$ cat src/design/apogeo_params.svh
`ifndef APOGEO_PARAMS_SVH
`define APOGEO_PARAMS_SVH

// Set to 0 to build the decode block without the Zbb decoder
`define BMU 1

// Width of every data word in the core
`define XLEN 32

// Exception vector codes reported to the reorder buffer
`define INSTR_ILLEGAL 5'd2
`define ECALL_U 5'd8
`define ECALL_M 5'd11

// Distance from a jump to the instruction that follows it
`define LINK_OFFSET 4

`endif

$ cat src/design/apogeo_pkg.sv
`include "apogeo_params.svh"

package apogeo_pkg;

    // ==============================
    // Basic words
    // ==============================

    typedef logic [`XLEN-1:0] data_word_t;
    typedef logic [4:0] reg_addr_t;

    // Major opcodes of the supported RV32 subset
    typedef enum logic [6:0] {
        OPC_LOAD     = 7'b0000011,
        OPC_MISC_MEM = 7'b0001111,
        OPC_OP_IMM   = 7'b0010011,
        OPC_AUIPC    = 7'b0010111,
        OPC_STORE    = 7'b0100011,
        OPC_OP       = 7'b0110011,
        OPC_LUI      = 7'b0110111,
        OPC_BRANCH   = 7'b1100011,
        OPC_JALR     = 7'b1100111,
        OPC_JAL      = 7'b1101111,
        OPC_SYSTEM   = 7'b1110011
    } opcode_t;

    // ==============================
    // Unit operations
    // ==============================

    // ADD must stay at zero so that an empty micro-operation is an ALU add
    typedef enum logic [3:0] {
        ADD, SUB, SLL, SLT, SLTU, XOR, SRL, SRA, OR, AND
    } alu_op_t;

    typedef enum logic [3:0] {
        ANDN, ORN, XNOR, CLZ, CTZ, CPOP, MIN, MAX, MINU, MAXU
    } bmu_op_t;

    typedef enum logic {
        CSRRW, CSRRS
    } csr_op_t;

    // One select per execution unit, at most one of them set
    typedef struct packed {
        logic alu;
        logic bmu;
        logic load;
        logic store;
        logic branch;
        logic jump;
        logic csr;
    } exu_valid_t;

    // Only the field of the selected unit carries an operation
    typedef struct packed {
        alu_op_t alu_op;
        bmu_op_t bmu_op;
        csr_op_t csr_op;
    } exu_uop_t;

    // ==============================
    // Packets
    // ==============================

    // Combinational result of the decoder
    typedef struct packed {
        reg_addr_t [1:0]  reg_src;
        reg_addr_t        reg_dest;
        data_word_t [1:0] immediate;
        logic [1:0]       immediate_valid;
        logic             base_address_reg;
        data_word_t       address_offset;
        logic             save_next_pc;
        logic             fence;
        exu_valid_t       exu_valid;
        exu_uop_t         exu_uop;
        logic             exception_generated;
        logic [4:0]       exception_vector;
    } decode_packet_t;

    // Registered packet handed to issue, with the resolved addresses
    typedef struct packed {
        decode_packet_t decode;
        data_word_t     pc;
        data_word_t     target;
        data_word_t     link;
    } issue_packet_t;

endpackage

$ cat src/design/integer_decoder.sv
`timescale 1ns/1ps
`include "apogeo_params.svh"

module integer_decoder import apogeo_pkg::*; (
    input  data_word_t     instr_i,
    input  logic           priv_level_i,
    output decode_packet_t packet_o,
    output logic           accept_o
);

    // Instruction fields at their fixed RV32 positions
    opcode_t    opcode;
    logic [2:0] funct3;
    logic [6:0] funct7;
    reg_addr_t  rs1;
    reg_addr_t  rs2;
    reg_addr_t  rd;

    // Sign-extended immediates of every format
    data_word_t imm_i;
    data_word_t imm_s;
    data_word_t imm_b;
    data_word_t imm_u;
    data_word_t imm_j;

    // Qualifiers shared by the OP and OP-IMM rows
    logic f7_zero;
    logic f7_alt;
    logic is_shift;
    logic is_ecall;

    assign opcode = opcode_t'(instr_i[6:0]);
    assign rd     = instr_i[11:7];
    assign funct3 = instr_i[14:12];
    assign rs1    = instr_i[19:15];
    assign rs2    = instr_i[24:20];
    assign funct7 = instr_i[31:25];

    assign imm_i = {{20{instr_i[31]}}, instr_i[31:20]};
    assign imm_s = {{20{instr_i[31]}}, instr_i[31:25], instr_i[11:7]};
    assign imm_b = {{19{instr_i[31]}}, instr_i[31], instr_i[7], instr_i[30:25],
                    instr_i[11:8], 1'b0};
    assign imm_u = {instr_i[31:12], 12'b0};
    assign imm_j = {{11{instr_i[31]}}, instr_i[31], instr_i[19:12], instr_i[20],
                    instr_i[30:21], 1'b0};

    assign f7_zero  = funct7 == 7'b0000000;
    assign f7_alt   = funct7 == 7'b0100000;
    assign is_shift = funct3 == 3'b001 || funct3 == 3'b101;

    // The alternate funct7 turns ADD into SUB and SRL into SRA
    function automatic alu_op_t alu_op_of(input logic [2:0] f3, input logic alt);
        case (f3)
            3'b000:  return alt ? SUB : ADD;
            3'b001:  return SLL;
            3'b010:  return SLT;
            3'b011:  return SLTU;
            3'b100:  return XOR;
            3'b101:  return alt ? SRA : SRL;
            3'b110:  return OR;
            default: return AND;
        endcase
    endfunction

    // ==============================
    // Opcode table
    // ==============================

    always_comb begin
        packet_o = '0;
        accept_o = 1'b0;
        is_ecall = 1'b0;

        case (opcode)
            OPC_OP: begin
                // Only ADD and SRL have an alternate encoding
                if (f7_zero || (f7_alt && (funct3 == 3'b000 || funct3 == 3'b101))) begin
                    accept_o = 1'b1;
                    packet_o.exu_valid.alu = 1'b1;
                    packet_o.exu_uop.alu_op = alu_op_of(funct3, f7_alt);
                    packet_o.reg_src[0] = rs1;
                    packet_o.reg_src[1] = rs2;
                    packet_o.reg_dest = rd;
                end
            end

            OPC_OP_IMM: begin
                if (!is_shift || f7_zero || (f7_alt && funct3 == 3'b101)) begin
                    accept_o = 1'b1;
                    packet_o.exu_valid.alu = 1'b1;
                    packet_o.exu_uop.alu_op = alu_op_of(funct3, is_shift && f7_alt);
                    packet_o.reg_src[0] = rs1;
                    packet_o.reg_dest = rd;
                    // Shifts only carry the shift amount in the rs2 slot
                    packet_o.immediate[0] = is_shift ? data_word_t'(rs2) : imm_i;
                    packet_o.immediate_valid = 2'b01;
                end
            end

            OPC_LUI, OPC_AUIPC: begin
                // LUI adds the upper immediate to x0
                accept_o = 1'b1;
                packet_o.exu_valid.alu = 1'b1;
                packet_o.exu_uop.alu_op = ADD;
                packet_o.reg_dest = rd;
                packet_o.immediate[0] = imm_u;
                packet_o.immediate_valid = 2'b01;
                // AUIPC gets pc plus the immediate on the issue target
                if (opcode == OPC_AUIPC) begin
                    packet_o.address_offset = imm_u;
                end
            end

            OPC_LOAD: begin
                if (funct3 == 3'b010) begin
                    accept_o = 1'b1;
                    packet_o.exu_valid.load = 1'b1;
                    packet_o.reg_src[0] = rs1;
                    packet_o.reg_dest = rd;
                    packet_o.immediate[0] = imm_i;
                    packet_o.immediate_valid = 2'b01;
                end
            end

            OPC_STORE: begin
                if (funct3 == 3'b010) begin
                    accept_o = 1'b1;
                    packet_o.exu_valid.store = 1'b1;
                    packet_o.reg_src[0] = rs1;
                    packet_o.reg_src[1] = rs2;
                    packet_o.immediate[1] = imm_s;
                    packet_o.immediate_valid = 2'b10;
                end
            end

            OPC_BRANCH: begin
                // BEQ and BNE only
                if (funct3[2:1] == 2'b00) begin
                    accept_o = 1'b1;
                    packet_o.exu_valid.branch = 1'b1;
                    packet_o.reg_src[0] = rs1;
                    packet_o.reg_src[1] = rs2;
                    packet_o.immediate[1] = imm_b;
                    packet_o.immediate_valid = 2'b10;
                    packet_o.address_offset = imm_b;
                end
            end

            OPC_JAL: begin
                accept_o = 1'b1;
                packet_o.exu_valid.jump = 1'b1;
                packet_o.reg_dest = rd;
                packet_o.save_next_pc = 1'b1;
                packet_o.address_offset = imm_j;
            end

            OPC_JALR: begin
                if (funct3 == 3'b000) begin
                    accept_o = 1'b1;
                    packet_o.exu_valid.jump = 1'b1;
                    packet_o.reg_src[0] = rs1;
                    packet_o.reg_dest = rd;
                    packet_o.save_next_pc = 1'b1;
                    packet_o.base_address_reg = 1'b1;
                    packet_o.address_offset = imm_i;
                end
            end

            OPC_MISC_MEM: begin
                // FENCE needs no unit, it only orders memory
                if (funct3 == 3'b000) begin
                    accept_o = 1'b1;
                    packet_o.fence = 1'b1;
                end
            end

            OPC_SYSTEM: begin
                if (funct3 == 3'b000 && instr_i[31:7] == '0) begin
                    is_ecall = 1'b1;
                end else if (funct3 == 3'b001 || funct3 == 3'b010) begin
                    accept_o = 1'b1;
                    packet_o.exu_valid.csr = 1'b1;
                    packet_o.exu_uop.csr_op = funct3[1] ? CSRRS : CSRRW;
                    packet_o.reg_src[0] = rs1;
                    packet_o.reg_dest = rd;
                    // The CSR address rides in the first immediate
                    packet_o.immediate[0] = {20'b0, instr_i[31:20]};
                    packet_o.immediate_valid = 2'b01;
                end
            end

            default: ;
        endcase

        // ECALL is rejected too, but with a vector chosen by privilege
        if (!accept_o) begin
            packet_o.exception_generated = 1'b1;
            packet_o.exception_vector = is_ecall ? (priv_level_i ? `ECALL_M : `ECALL_U)
                                                 : `INSTR_ILLEGAL;
        end
    end

    // A word never reaches two execution units at once
    always_comb begin : chk_unit_select
        assert final ($onehot0(packet_o.exu_valid))
            else $error("integer decoder selected more than one unit");
    end

endmodule

$ cat src/design/bit_manipulation_decoder.sv
`timescale 1ns/1ps
`include "apogeo_params.svh"

module bit_manipulation_decoder import apogeo_pkg::*; (
    input  data_word_t     instr_i,
    output decode_packet_t packet_o,
    output logic           accept_o
);

    opcode_t    opcode;
    logic [2:0] funct3;
    logic [6:0] funct7;
    reg_addr_t  rs2;
    bmu_op_t    op;
    logic       unary;

    assign opcode = opcode_t'(instr_i[6:0]);
    assign funct3 = instr_i[14:12];
    assign rs2    = instr_i[24:20];
    assign funct7 = instr_i[31:25];

    always_comb begin
        packet_o = '0;
        accept_o = 1'b0;
        unary    = 1'b0;
        op       = ANDN;

        if (opcode == OPC_OP && funct7 == 7'b0100000) begin
            // Logic with an inverted second operand
            accept_o = 1'b1;
            case (funct3)
                3'b111:  op = ANDN;
                3'b110:  op = ORN;
                3'b100:  op = XNOR;
                default: accept_o = 1'b0;
            endcase
        end else if (opcode == OPC_OP && funct7 == 7'b0000101) begin
            // Min and max sit in the upper half of funct3
            accept_o = funct3[2];
            case (funct3[1:0])
                2'b00:   op = MIN;
                2'b01:   op = MINU;
                2'b10:   op = MAX;
                default: op = MAXU;
            endcase
        end else if (opcode == OPC_OP_IMM && funct7 == 7'b0110000 && funct3 == 3'b001) begin
            // Counting ops pick the operation from the rs2 field
            accept_o = 1'b1;
            unary = 1'b1;
            case (rs2)
                5'd0:    op = CLZ;
                5'd1:    op = CTZ;
                5'd2:    op = CPOP;
                default: accept_o = 1'b0;
            endcase
        end

        if (accept_o) begin
            packet_o.exu_valid.bmu = 1'b1;
            packet_o.exu_uop.bmu_op = op;
            packet_o.reg_src[0] = instr_i[19:15];
            packet_o.reg_src[1] = unary ? '0 : rs2;
            packet_o.reg_dest = instr_i[11:7];
        end else begin
            packet_o.exception_generated = 1'b1;
            packet_o.exception_vector = `INSTR_ILLEGAL;
        end
    end

endmodule

$ cat src/design/decoder.sv
`timescale 1ns/1ps
`include "apogeo_params.svh"

module decoder import apogeo_pkg::*; (
    input  data_word_t     instr_i,
    input  logic           priv_level_i,
    output decode_packet_t packet_o
);

    decode_packet_t int_packet;
    decode_packet_t bmu_packet;
    logic           int_accept;
    logic           bmu_accept;

    // ==============================
    // Decoders
    // ==============================

    integer_decoder u_integer_decoder (
        .instr_i      ( instr_i      ),
        .priv_level_i ( priv_level_i ),
        .packet_o     ( int_packet   ),
        .accept_o     ( int_accept   )
    );

    // Without the Zbb decoder every Zbb word falls through as illegal
    if (`BMU != 0) begin : gen_bmu
        bit_manipulation_decoder u_bit_manipulation_decoder (
            .instr_i  ( instr_i    ),
            .packet_o ( bmu_packet ),
            .accept_o ( bmu_accept )
        );
    end else begin : gen_no_bmu
        assign bmu_packet = '0;
        assign bmu_accept = 1'b0;
    end

    // ==============================
    // Merge
    // ==============================

    always_comb begin
        case ({int_accept, bmu_accept})
            2'b10: begin
                packet_o = int_packet;
            end

            2'b01: begin
                // The Zbb ops never use a second immediate
                packet_o = bmu_packet;
                packet_o.immediate[1] = '0;
                packet_o.immediate_valid[1] = 1'b0;
            end

            default: begin
                // Nobody owns the word so an ADD bubble carries the exception
                packet_o = '0;
                packet_o.exu_valid.alu = 1'b1;
                packet_o.exu_uop.alu_op = ADD;
                packet_o.exception_generated = 1'b1;
                // The integer vector tells ECALL apart from a bad encoding
                packet_o.exception_vector = int_packet.exception_vector;
            end
        endcase
    end

    // The two opcode maps are disjoint, so one of them always rejects
    always_comb begin : chk_single_owner
        assert final (!(int_accept && bmu_accept))
            else $error("integer and Zbb decoders both accepted one word");
    end

endmodule

$ cat src/design/address_stage.sv
`timescale 1ns/1ps
`include "apogeo_params.svh"

module address_stage import apogeo_pkg::*; (
    input  logic           clk_i,
    input  logic           rst_n_i,
    input  logic           flush_i,
    input  logic           valid_i,
    input  data_word_t     pc_i,
    input  decode_packet_t packet_i,
    output issue_packet_t  issue_o,
    output logic           issue_valid_o
);

    data_word_t target;
    data_word_t link;

    // JALR passes its raw offset on, rs1 is added after register read
    assign target = packet_i.base_address_reg ? packet_i.address_offset
                                              : pc_i + packet_i.address_offset;

    // Return address for JAL and JALR, zero for everything else
    assign link = packet_i.save_next_pc ? pc_i + data_word_t'(`LINK_OFFSET) : '0;

    // Flush drops whatever is accepted on the same edge
    always_ff @(posedge clk_i) begin
        if (!rst_n_i) begin
            issue_valid_o <= 1'b0;
        end else begin
            issue_valid_o <= valid_i & ~flush_i;
        end
    end

    // The packet holds until the next accepted instruction
    always_ff @(posedge clk_i) begin
        if (!rst_n_i) begin
            issue_o <= '0;
        end else if (valid_i) begin
            issue_o.decode <= packet_i;
            issue_o.pc     <= pc_i;
            issue_o.target <= target;
            issue_o.link   <= link;
        end
    end

    // Nothing issues in the cycle that follows a flush
    property p_flush_kills_issue;
        @(posedge clk_i) disable iff (!rst_n_i) flush_i |=> !issue_valid_o;
    endproperty

    chk_flush : assert property (p_flush_kills_issue)
        else $error("issue valid high on the cycle after a flush");

endmodule

$ cat src/design/decode_unit.sv
`timescale 1ns/1ps

module decode_unit import apogeo_pkg::*; (
    input  logic          clk_i,
    input  logic          rst_n_i,
    input  logic          flush_i,
    input  logic          instr_valid_i,
    input  data_word_t    instr_i,
    input  data_word_t    instr_address_i,
    input  logic          priv_level_i,
    output issue_packet_t issue_o,
    output logic          issue_valid_o
);

    decode_packet_t dec_packet;

    // Decode is combinational, the word is resolved in its fetch cycle
    decoder u_decoder (
        .instr_i      ( instr_i      ),
        .priv_level_i ( priv_level_i ),
        .packet_o     ( dec_packet   )
    );

    // The pc and strobe bypass the decoder and meet the packet here
    address_stage u_address_stage (
        .clk_i         ( clk_i           ),
        .rst_n_i       ( rst_n_i         ),
        .flush_i       ( flush_i         ),
        .valid_i       ( instr_valid_i   ),
        .pc_i          ( instr_address_i ),
        .packet_i      ( dec_packet      ),
        .issue_o       ( issue_o         ),
        .issue_valid_o ( issue_valid_o   )
    );

endmodule

$ cat config.mk
export PLATFORM = sky130hd
export DESIGN_NAME = decode_unit
export DESIGN_NICKNAME = d
export VERILOG_FILES = /design/src/design/apogeo_pkg.sv /design/src/design/integer_decoder.sv /design/src/design/bit_manipulation_decoder.sv /design/src/design/decoder.sv /design/src/design/address_stage.sv /design/src/design/decode_unit.sv
export VERILOG_INCLUDE_DIRS = /design/src /design/src/design
export SDC_FILE = /design/constraint.sdc
export NUM_CORES = 1
export LEC_CHECK = 0
export BUFFER_PORTS_ARGS = -buffer_cell sky130_fd_sc_hd__buf_4
export CAP_MARGIN = 20
export CORE_MARGIN = 2
export CORE_UTILIZATION = 40
export CTS_BUF_LIST = sky130_fd_sc_hd__clkbuf_8
export DETAILED_ROUTE_END_ITERATION = 10
export GPL_TIMING_DRIVEN = 0
export SLEW_MARGIN = 20
export SYNTH_ARGS = -nofsm -noshare
export SYNTH_HDL_FRONTEND = slang
export SYNTH_HIERARCHICAL = 1
export SYNTH_SLANG_ARGS = --single-unit
$ cat constraint.sdc
create_clock -name clk_i -period 6.5 [get_ports clk_i]
set_input_delay 0.325 -clock clk_i [delete_from_list [all_inputs] [get_ports clk_i]]
set_output_delay 0.325 -clock clk_i [all_outputs]
set_load 0.02 [all_outputs]
# == Yosys cells after proc, flatten, opt, wreduce, memory -nomap -nowiden ==
# Index checks and enable logic that the tools add are counted.
# word_totals
reg_bits,235
in_bits,69
output_inout_bits,235
word_cells,167
# op_classes
n_reduce_logical,27
n_eq_ne,27
bitwise,2
n_mux,83
add_sub_neg,2
# ops
op,count
$pmux W138 S2,1
$pmux W32 S4,2
$mux W32,6
$mux W34,3
$mux W10,7
$pmux W32 S2,1
$pmux W4 S7,2
$eq A7 B6 Y1 const B,5
$pmux W5 S7,1
$add A32 B3 Y32 const B,1
$add A32 B32 Y32,1
$mux W1,32
$mux W15,2
$pmux W5 S6,1
$eq A7 B7 Y1 const B,4
$mux W14,2
$logic_not A25 Y1,1
$mux W4,6
$pmux W5 S3,1
$eq A7 B5 Y1 const B,2
$eq A3 B3 Y1 const B,4
$mux W6,2
$pmux W2 S6,1
$pmux W4 S3,1
other kinds (29),52

# == Longest topological paths before layout ==
# Gate-level depths: netlist of the first run.
# depth
ltp_word,11
mapped_depth,23
depth_no_buf,19

# == Cells and area by module ==
# The synthesis of the first run kept the hierarchy.
# by_module_without_submodules
module,seq_area_each_um2,n_inst,cells_per_inst,area_each_um2
address_stage,4704.5,1,1138,10983.0
integer_decoder,0.0,1,249,1679.1
decoder,0.0,1,279,1644.1
bit_manipulation_decoder,0.0,1,178,1368.8

# == Least setup slack after synthesis of the first run ==
# Ideal clock, no wire load.
# synth_timing
path_type,input -> register
from,input instr_i[31]
to,register u_address_stage/issue_o[58] (netlist name)
setup_time_ps,137
path_stages,21
arrival_ps,4749
path_slack_ps,1615
required_time_ps,6363
path_buffers,3
path_cell_list,buf_6 or4_4 a2111oi_4 a211oi_2 o211ai_2 inv_1 ha_1 buf_2 buf_2 nor2_1 ha_1 fa_1 a21oi_1 o221ai_2 o21ai_2 o211ai_2 a211oi_2 a211oi_1 or3_1 nand3_1 a31oi_1
# synth_rtl
item,line_no,source
"start, declared",decode_unit.sv:8,"input data_word_t instr_i,"

==> impl_metrics.py, run 1 <==
metrics = {
    "detailed_routing": {
        "drt_pass1_iterations": 6,
        "drt-initial-drc-count": 1047,
        "drc_errors": 0,
        "num_vias": 14438,
        "antenna_left": 0,
        "routedWlPerCell_um": 19.85,
        "wl_um": 55570,
        "vias_per_cell": 5.156,
    },
    "clock_network": {
        "post-cts-setup-buffers": 0,
        "hold_buffers": 8,
        "numCtsBuffers": 43,
        "clk_pin_slew_ps": 60,
        "cts_resized": 0,
        "cts.sink_count": 235,
        "cts_root_buffer": "clkbuf_8",
        "clk_latency_ps": 630,
        "cts_tree": "done",
        "h-tree-depth": 2,
        "clk_path_buf_depth": 3,
    },
    "sta": {
        "maxSlewViolCount": 0,
        "setup_violations": 0,
        "hold_viol_final": 0,
        "hold_ws_ps": 37.26,
        "tightest_slew_ps": 1171,
        "finClkSkew_ps": 0,
        "rsz0062_at_grt": "no",
        "period_minus_slack_ps": 5667,
        "fin_crit_sh": 0.8719,
        "setup_tns_ps": 0,
        "fmax_ghz": 0.1764,
        "relSlewSlack": 0.2190,
    },
    "final_layout": {
        "post_route_cells_drive_above_1_share": 0.2526,
        "mostFrequentLayoutCell": "buf_4",
        "fin_nets": 2358,
        "layout_common_cells": "buf_4 (423), dfxtp_1 (235), nor2b_1 (179)",
        "area_growth_pct": 27.60,
    },
    "worst_setup_path": {
        "crit_path_max_incr_delay_ps": 590,
        "cp-end-kind": "flop",
        "crit_type": "in2reg",
        "critPathSlowestCell": "o32ai_1",
        "critical-path-top-delay-family": "compound AO/OA/AOI/OAI gates",
        "critical_path_arrival_ps": 6110,
        "reg2reg_from": "u_address_stage/issue_o[61]",
        "path_cells": "buf_4, clkbuf_1, nand2_1, o32ai_1, a211oi_2, o211ai_2, inv_1, ha_1, buf_2, buf_2, nor2_1, ha_1, fa_1, a21oi_1, o221ai_2, o21ai_2, o211ai_2, a211oi_2, a211oi_1, o21ai_1, mux2i_1, a31oi_1",
        "timing.rr.end": "u_address_stage/issue_o[61]",
        "path_buf_inv": 5,
        "cp.required_ps": 6940,
        "rrSetupSlack_ps": 5670,
        "worstSetupStartpointType": "input port",
        "cp_max_fo": 10,
        "rr_worst_depth": 3,
    },
    "global_route": {
        "grt_pass1_vias": 13709,
        "grtUsageTotal": 0.2662,
        "grt_start_max_net_pins": 21,
        "grt_overflow_total": 0,
        "grt_pass1_wl_um": 82860,
        "antenna_found_initial": 6,
    },
    "min_path": {
        "hold_path.class": "in2reg",
        "worstHoldEndpoint": "u_address_stage/issue_o[67]",
        "worstHoldStart": "instr_address_i[3]",
        "holdPathStages": 3,
    },
    "floorplanning": {
        "die_w_um": 200.4,
        "dieArea_um2": 40150,
        "rows": 71,
        "pin_count": 304,
        "start_util": 0.4077,
        "fp.dieH_um": 200.4,
        "coreArea_um2": 37840,
    },
    "status": {
        "status": "complete, no violations",
    },
    "logic_synthesis": {
        "syn_area_per_cell_um2": 8.519,
        "syn_area_um2": 15430,
        "postSynthCellCount": 1811,
        "synth_warnings": 6,
    },
    "job": {
        "cap_viol_max_count": 0,
    },
    "place": {
        "portBuffers": 302,
        "gp_congestion": 0.9116,
        "post-dp-hpwl_um": 42020,
    },
    "pwr": {
        "p_leak_nw": 8.944,
        "power_density_nw_per_um2": 180.0,
        "vdd_ir_drop_max_mv": 0.1365,
    },
}
-- state kept, by name (all words and copies together), names as in the netlist --
register	cells
u_address_stage/issue_o	234
u_address_stage/issue_valid_o	1
-- worst reg2reg max path: stages (launching register included) --
cell	delay [ps]
dfxtp_1	340
nand3b_1	80
o21ai_0	100
a41o_1	210
-- worst max-delay path by stage --
stage,start,end,cells past startpoint
floorplan,instr_i[31],u_address_stage/issue_o[58],21
global placement,instr_i[5],u_address_stage/issue_o[60],22
detailed placement,instr_i[5],u_address_stage/issue_o[60],22
CTS,instr_i[5],u_address_stage/issue_o[60],22
global route,instr_i[5],u_address_stage/issue_o[60],22
finish,instr_i[5],u_address_stage/issue_o[60],22
-- layer usage --
layer | vias to the layer above | part of all wire | global-route usage
li1 | 7031 | - | -
met1 | 6817 | 0.46 | 0.3601
met2 | 490 | 0.44 | 0.4149
met3 | 96 | 0.073 | 0.06622
met4 | 4 | 0.028 | 0.08624
met5 | - | 0.00063 | 0
-- cell type report --
type | count | area (um^2)
diodes | 5 | 12.51
plain buffers | 237 | 1433
clock buffers | 55 | 757.0
clock inverters | 20 | 170.2
fillers | 3754 | 18160
inverters | 44 | 165.2
multi-input cells | 1383 | 9457
flip-flops and latches | 235 | 4705
well taps | 511 | 639.4
repair buffers | 310 | 2347
-- stage by stage --
step	instances	setup WS [ps]	power [mW]	area, um^2	util
after floorplan	1899	1615	1.800	15760	-
after global placement	2712	370.5	1.999	18660	0.4932
after detailed placement	2712	356.7	2.002	18670	0.4932
after CTS	2795	1001	3.572	19670	0.5198
after global routing	2796	571.5	3.682	19680	0.5199
final	2800	832.6	3.543	19690	0.5202
-- power by group --
| group | total, mW | leakage (nW) | switching (mW) | internal, mW |
|---|---|---|---|---|
| combinational | 0.499 | 6.52 | 0.288 | 0.210 |
| clock | 1.56 | 0.514 | 0.681 | 0.878 |
| sequential | 1.48 | 1.91 | 0.0151 | 1.47 |
No activity file was read; power rests on OpenSTA's default activity.
==> run 2, diff against run 1 <==
Settings changed: CTS_BUF_LIST sky130_fd_sc_hd__clkbuf_8 to sky130_fd_sc_hd__clkbuf_2.
==> run 2 against run 1 <==
  * Clock power fell by 33%
  * Design area rose by 0.23%
  * Hold slack improved by 99 ps
  * Die area did not move
  * Flip-flop and latch count did not move
  * Non-clock buffer count rose by 44
  * Sequential share of layout area fell by 0.055 points
  * Register-to-register slack got worse by 20 ps
  * Sequential power barely moved
  * Final cell count rose by 2.8%
  * Critical path depth did not move
  * Wire length rose by 1.1%
  * Critical endpoint unchanged
  * Largest cell class unchanged
==> impl_metrics.py, run 2 (synthesis results as in run 1) <==
metrics = {
    "status": {
        "status": "complete, no violations",
    },
    "sta": {
        "hold_viol_final": 0,
        "finClkSkew_ps": 0,
        "setup_tns_ps": 0,
        "hold_ws_ps": 136.0,
        "setup_violations": 0,
        "relSlewSlack": 0.2508,
        "rsz0062_at_grt": "no",
        "fmax_ghz": 0.1737,
        "tightest_slew_ps": 1124,
        "fin_crit_sh": 0.8858,
        "maxSlewViolCount": 0,
        "period_minus_slack_ps": 5757,
    },
    "floorplanning": {
        "start_util": 0.4077,
        "pin_count": 304,
        "coreArea_um2": 37840,
        "die_w_um": 200.4,
        "rows": 71,
        "fp.dieH_um": 200.4,
        "dieArea_um2": 40150,
    },
    "global_route": {
        "grt_pass1_vias": 14277,
        "grt_start_max_net_pins": 21,
        "grt_busiest_layer": "met2",
        "grt_use_met3": 0.06346,
        "grt_overflow_total": 0,
        "grtUsageTotal": 0.2709,
        "grt_pass1_wl_um": 84560,
        "grtUsageMet1": 0.3620,
        "antenna_found_initial": 5,
        "met2_usage": 0.4272,
    },
    "detailed_routing": {
        "drt-initial-drc-count": 1060,
        "num_vias": 14798,
        "drc_errors": 0,
        "wl_um": 56200,
        "antenna_left": 0,
        "vias_per_cell": 5.140,
        "routedWlPerCell_um": 19.52,
        "drt_pass1_iterations": 5,
    },
    "place": {
        "post-dp-hpwl_um": 42020,
        "placed_cells": 2712,
        "gp_congestion": 0.9116,
        "portBuffers": 302,
    },
    "clock_network": {
        "clk_latency_ps": 910,
        "clk_pin_slew_ps": 90,
        "cts_tree": "done",
        "numCtsBuffers": 69,
        "h-tree-depth": 3,
        "cts.sink_count": 235,
        "post-cts-setup-buffers": 0,
        "clk_path_buf_depth": 3,
        "cts_root_buffer": "clkbuf_2",
    },
    "final_layout": {
        "fin_nets": 2428,
        "fin_cells": 2879,
        "mostFrequentLayoutCell": "buf_4",
        "layout_common_cells": "buf_4 (423), dfxtp_1 (235), nor2b_1 (179)",
        "area_growth_pct": 27.89,
        "regMostFlops": "u_address_stage/issue_o",
        "post_route_cells_drive_above_1_share": 0.2568,
        "top_regs": "u_address_stage/issue_o: 234 flops, u_address_stage/issue_valid_o: 1 flops",
        "largest_reg_flops": 234,
    },
    "pwr": {
        "vdd_ir_drop_max_mv": 0.1157,
        "p_leak_nw": 9.036,
        "power_density_nw_per_um2": 154.3,
    },
    "min_path": {
        "holdPathStages": 6,
        "hold_path.class": "in2reg",
    },
    "worst_setup_path": {
        "cp_max_fo": 10,
        "path_cells": "dlygate4sd3_1, buf_4, or4_4, a2111oi_4, a211oi_2, o211ai_2, inv_1, ha_1, buf_2, buf_2, nor2_1, ha_1, fa_1, a21oi_1, o221ai_2, o21ai_2, o211ai_2, a211oi_2, a211oi_1, o21ai_1, mux2i_1, a31oi_1",
        "crit_path_max_incr_delay_ps": 590,
        "worstSetupStartpointType": "input port",
        "cp.depth": 22,
        "critPathSlowestCell": "or4_4",
        "crit_type": "in2reg",
        "cp.required_ps": 7250,
        "critical-path-top-delay-family": "compound AO/OA/AOI/OAI gates",
        "cp-end-kind": "flop",
        "critical_path_arrival_ps": 6500,
        "path_buf_inv": 5,
        "rr_worst_depth": 3,
    },
    "job": {
        "cap_viol_max_count": 0,
    },
}
==> run 2: per-stage QoR <==
stage | setup slack (ps) | util | instance area (um^2) | power (mW)
2_1_floorplan | 1615 | - | 15760 | 1.800
3_3_place_gp | 370.5 | 0.4932 | 18660 | 1.999
3_5_place_dp | 356.7 | 0.4932 | 18670 | 2.002
4_1_cts | 969.2 | 0.5211 | 19720 | 3.097
5_1_grt | 556.1 | 0.5212 | 19730 | 3.208
6_report | 742.5 | 0.5214 | 19730 | 3.043
==> run 2: final cells by class <==
| type | count | area, um^2 |
|---|---|---|
| antenna | 4 | 10.01 |
| multi-input combinational | 1383 | 9457 |
| clock inverter | 18 | 68.82 |
| fill | 3779 | 18110 |
| inverter | 44 | 165.2 |
| timing repair buffer | 354 | 2788 |
| clock buffer | 93 | 465.4 |
| buffer | 237 | 1433 |
| sequential | 235 | 4705 |
| tap | 511 | 639.4 |
==> run 2: timing repair <==
item / 4_1_cts / 5_1_grt
hold buffers: 52 / 0
hold endpoints to repair: 103 / 0
gates resized for setup: 0 / 0
==> run 2: power by group <==
group          switching, mW  leakage [nW]  internal (mW)  total, mW
combinational          0.293          6.71          0.228      0.521
sequential            0.0154          1.91           1.47       1.48
clock                  0.660         0.422          0.381       1.04
total                  0.968          9.04           2.08       3.04
==> run 2: layer usage <==
metal  part of all wire  vias up
li1                   -     7196
met5            0.00041        -
met1               0.46     6988
met4              0.030        4
met3              0.068      121
met2               0.45      489
==> run 2: worst reg2reg max path: cells and delay by family (launching register included) <==
kind | cells | cell delay, ps
and+or+nand+nor | 2 | 250
DFF | 1 | 330
AOI/OAI and AO/OA | 1 | 160
==> run 2: path summary, 6_finish.rpt <==
path                                    start  slack (ps)                      endpoint
setup / recovery                  instr_i[27]         740   u_address_stage/issue_o[60]
hold / removal                    instr_i[31]         140  u_address_stage/issue_o[198]
setup reg to reg  u_address_stage/issue_o[63]        5650   u_address_stage/issue_o[63]
hold reg to reg   u_address_stage/issue_o[41]         490   u_address_stage/issue_o[41]
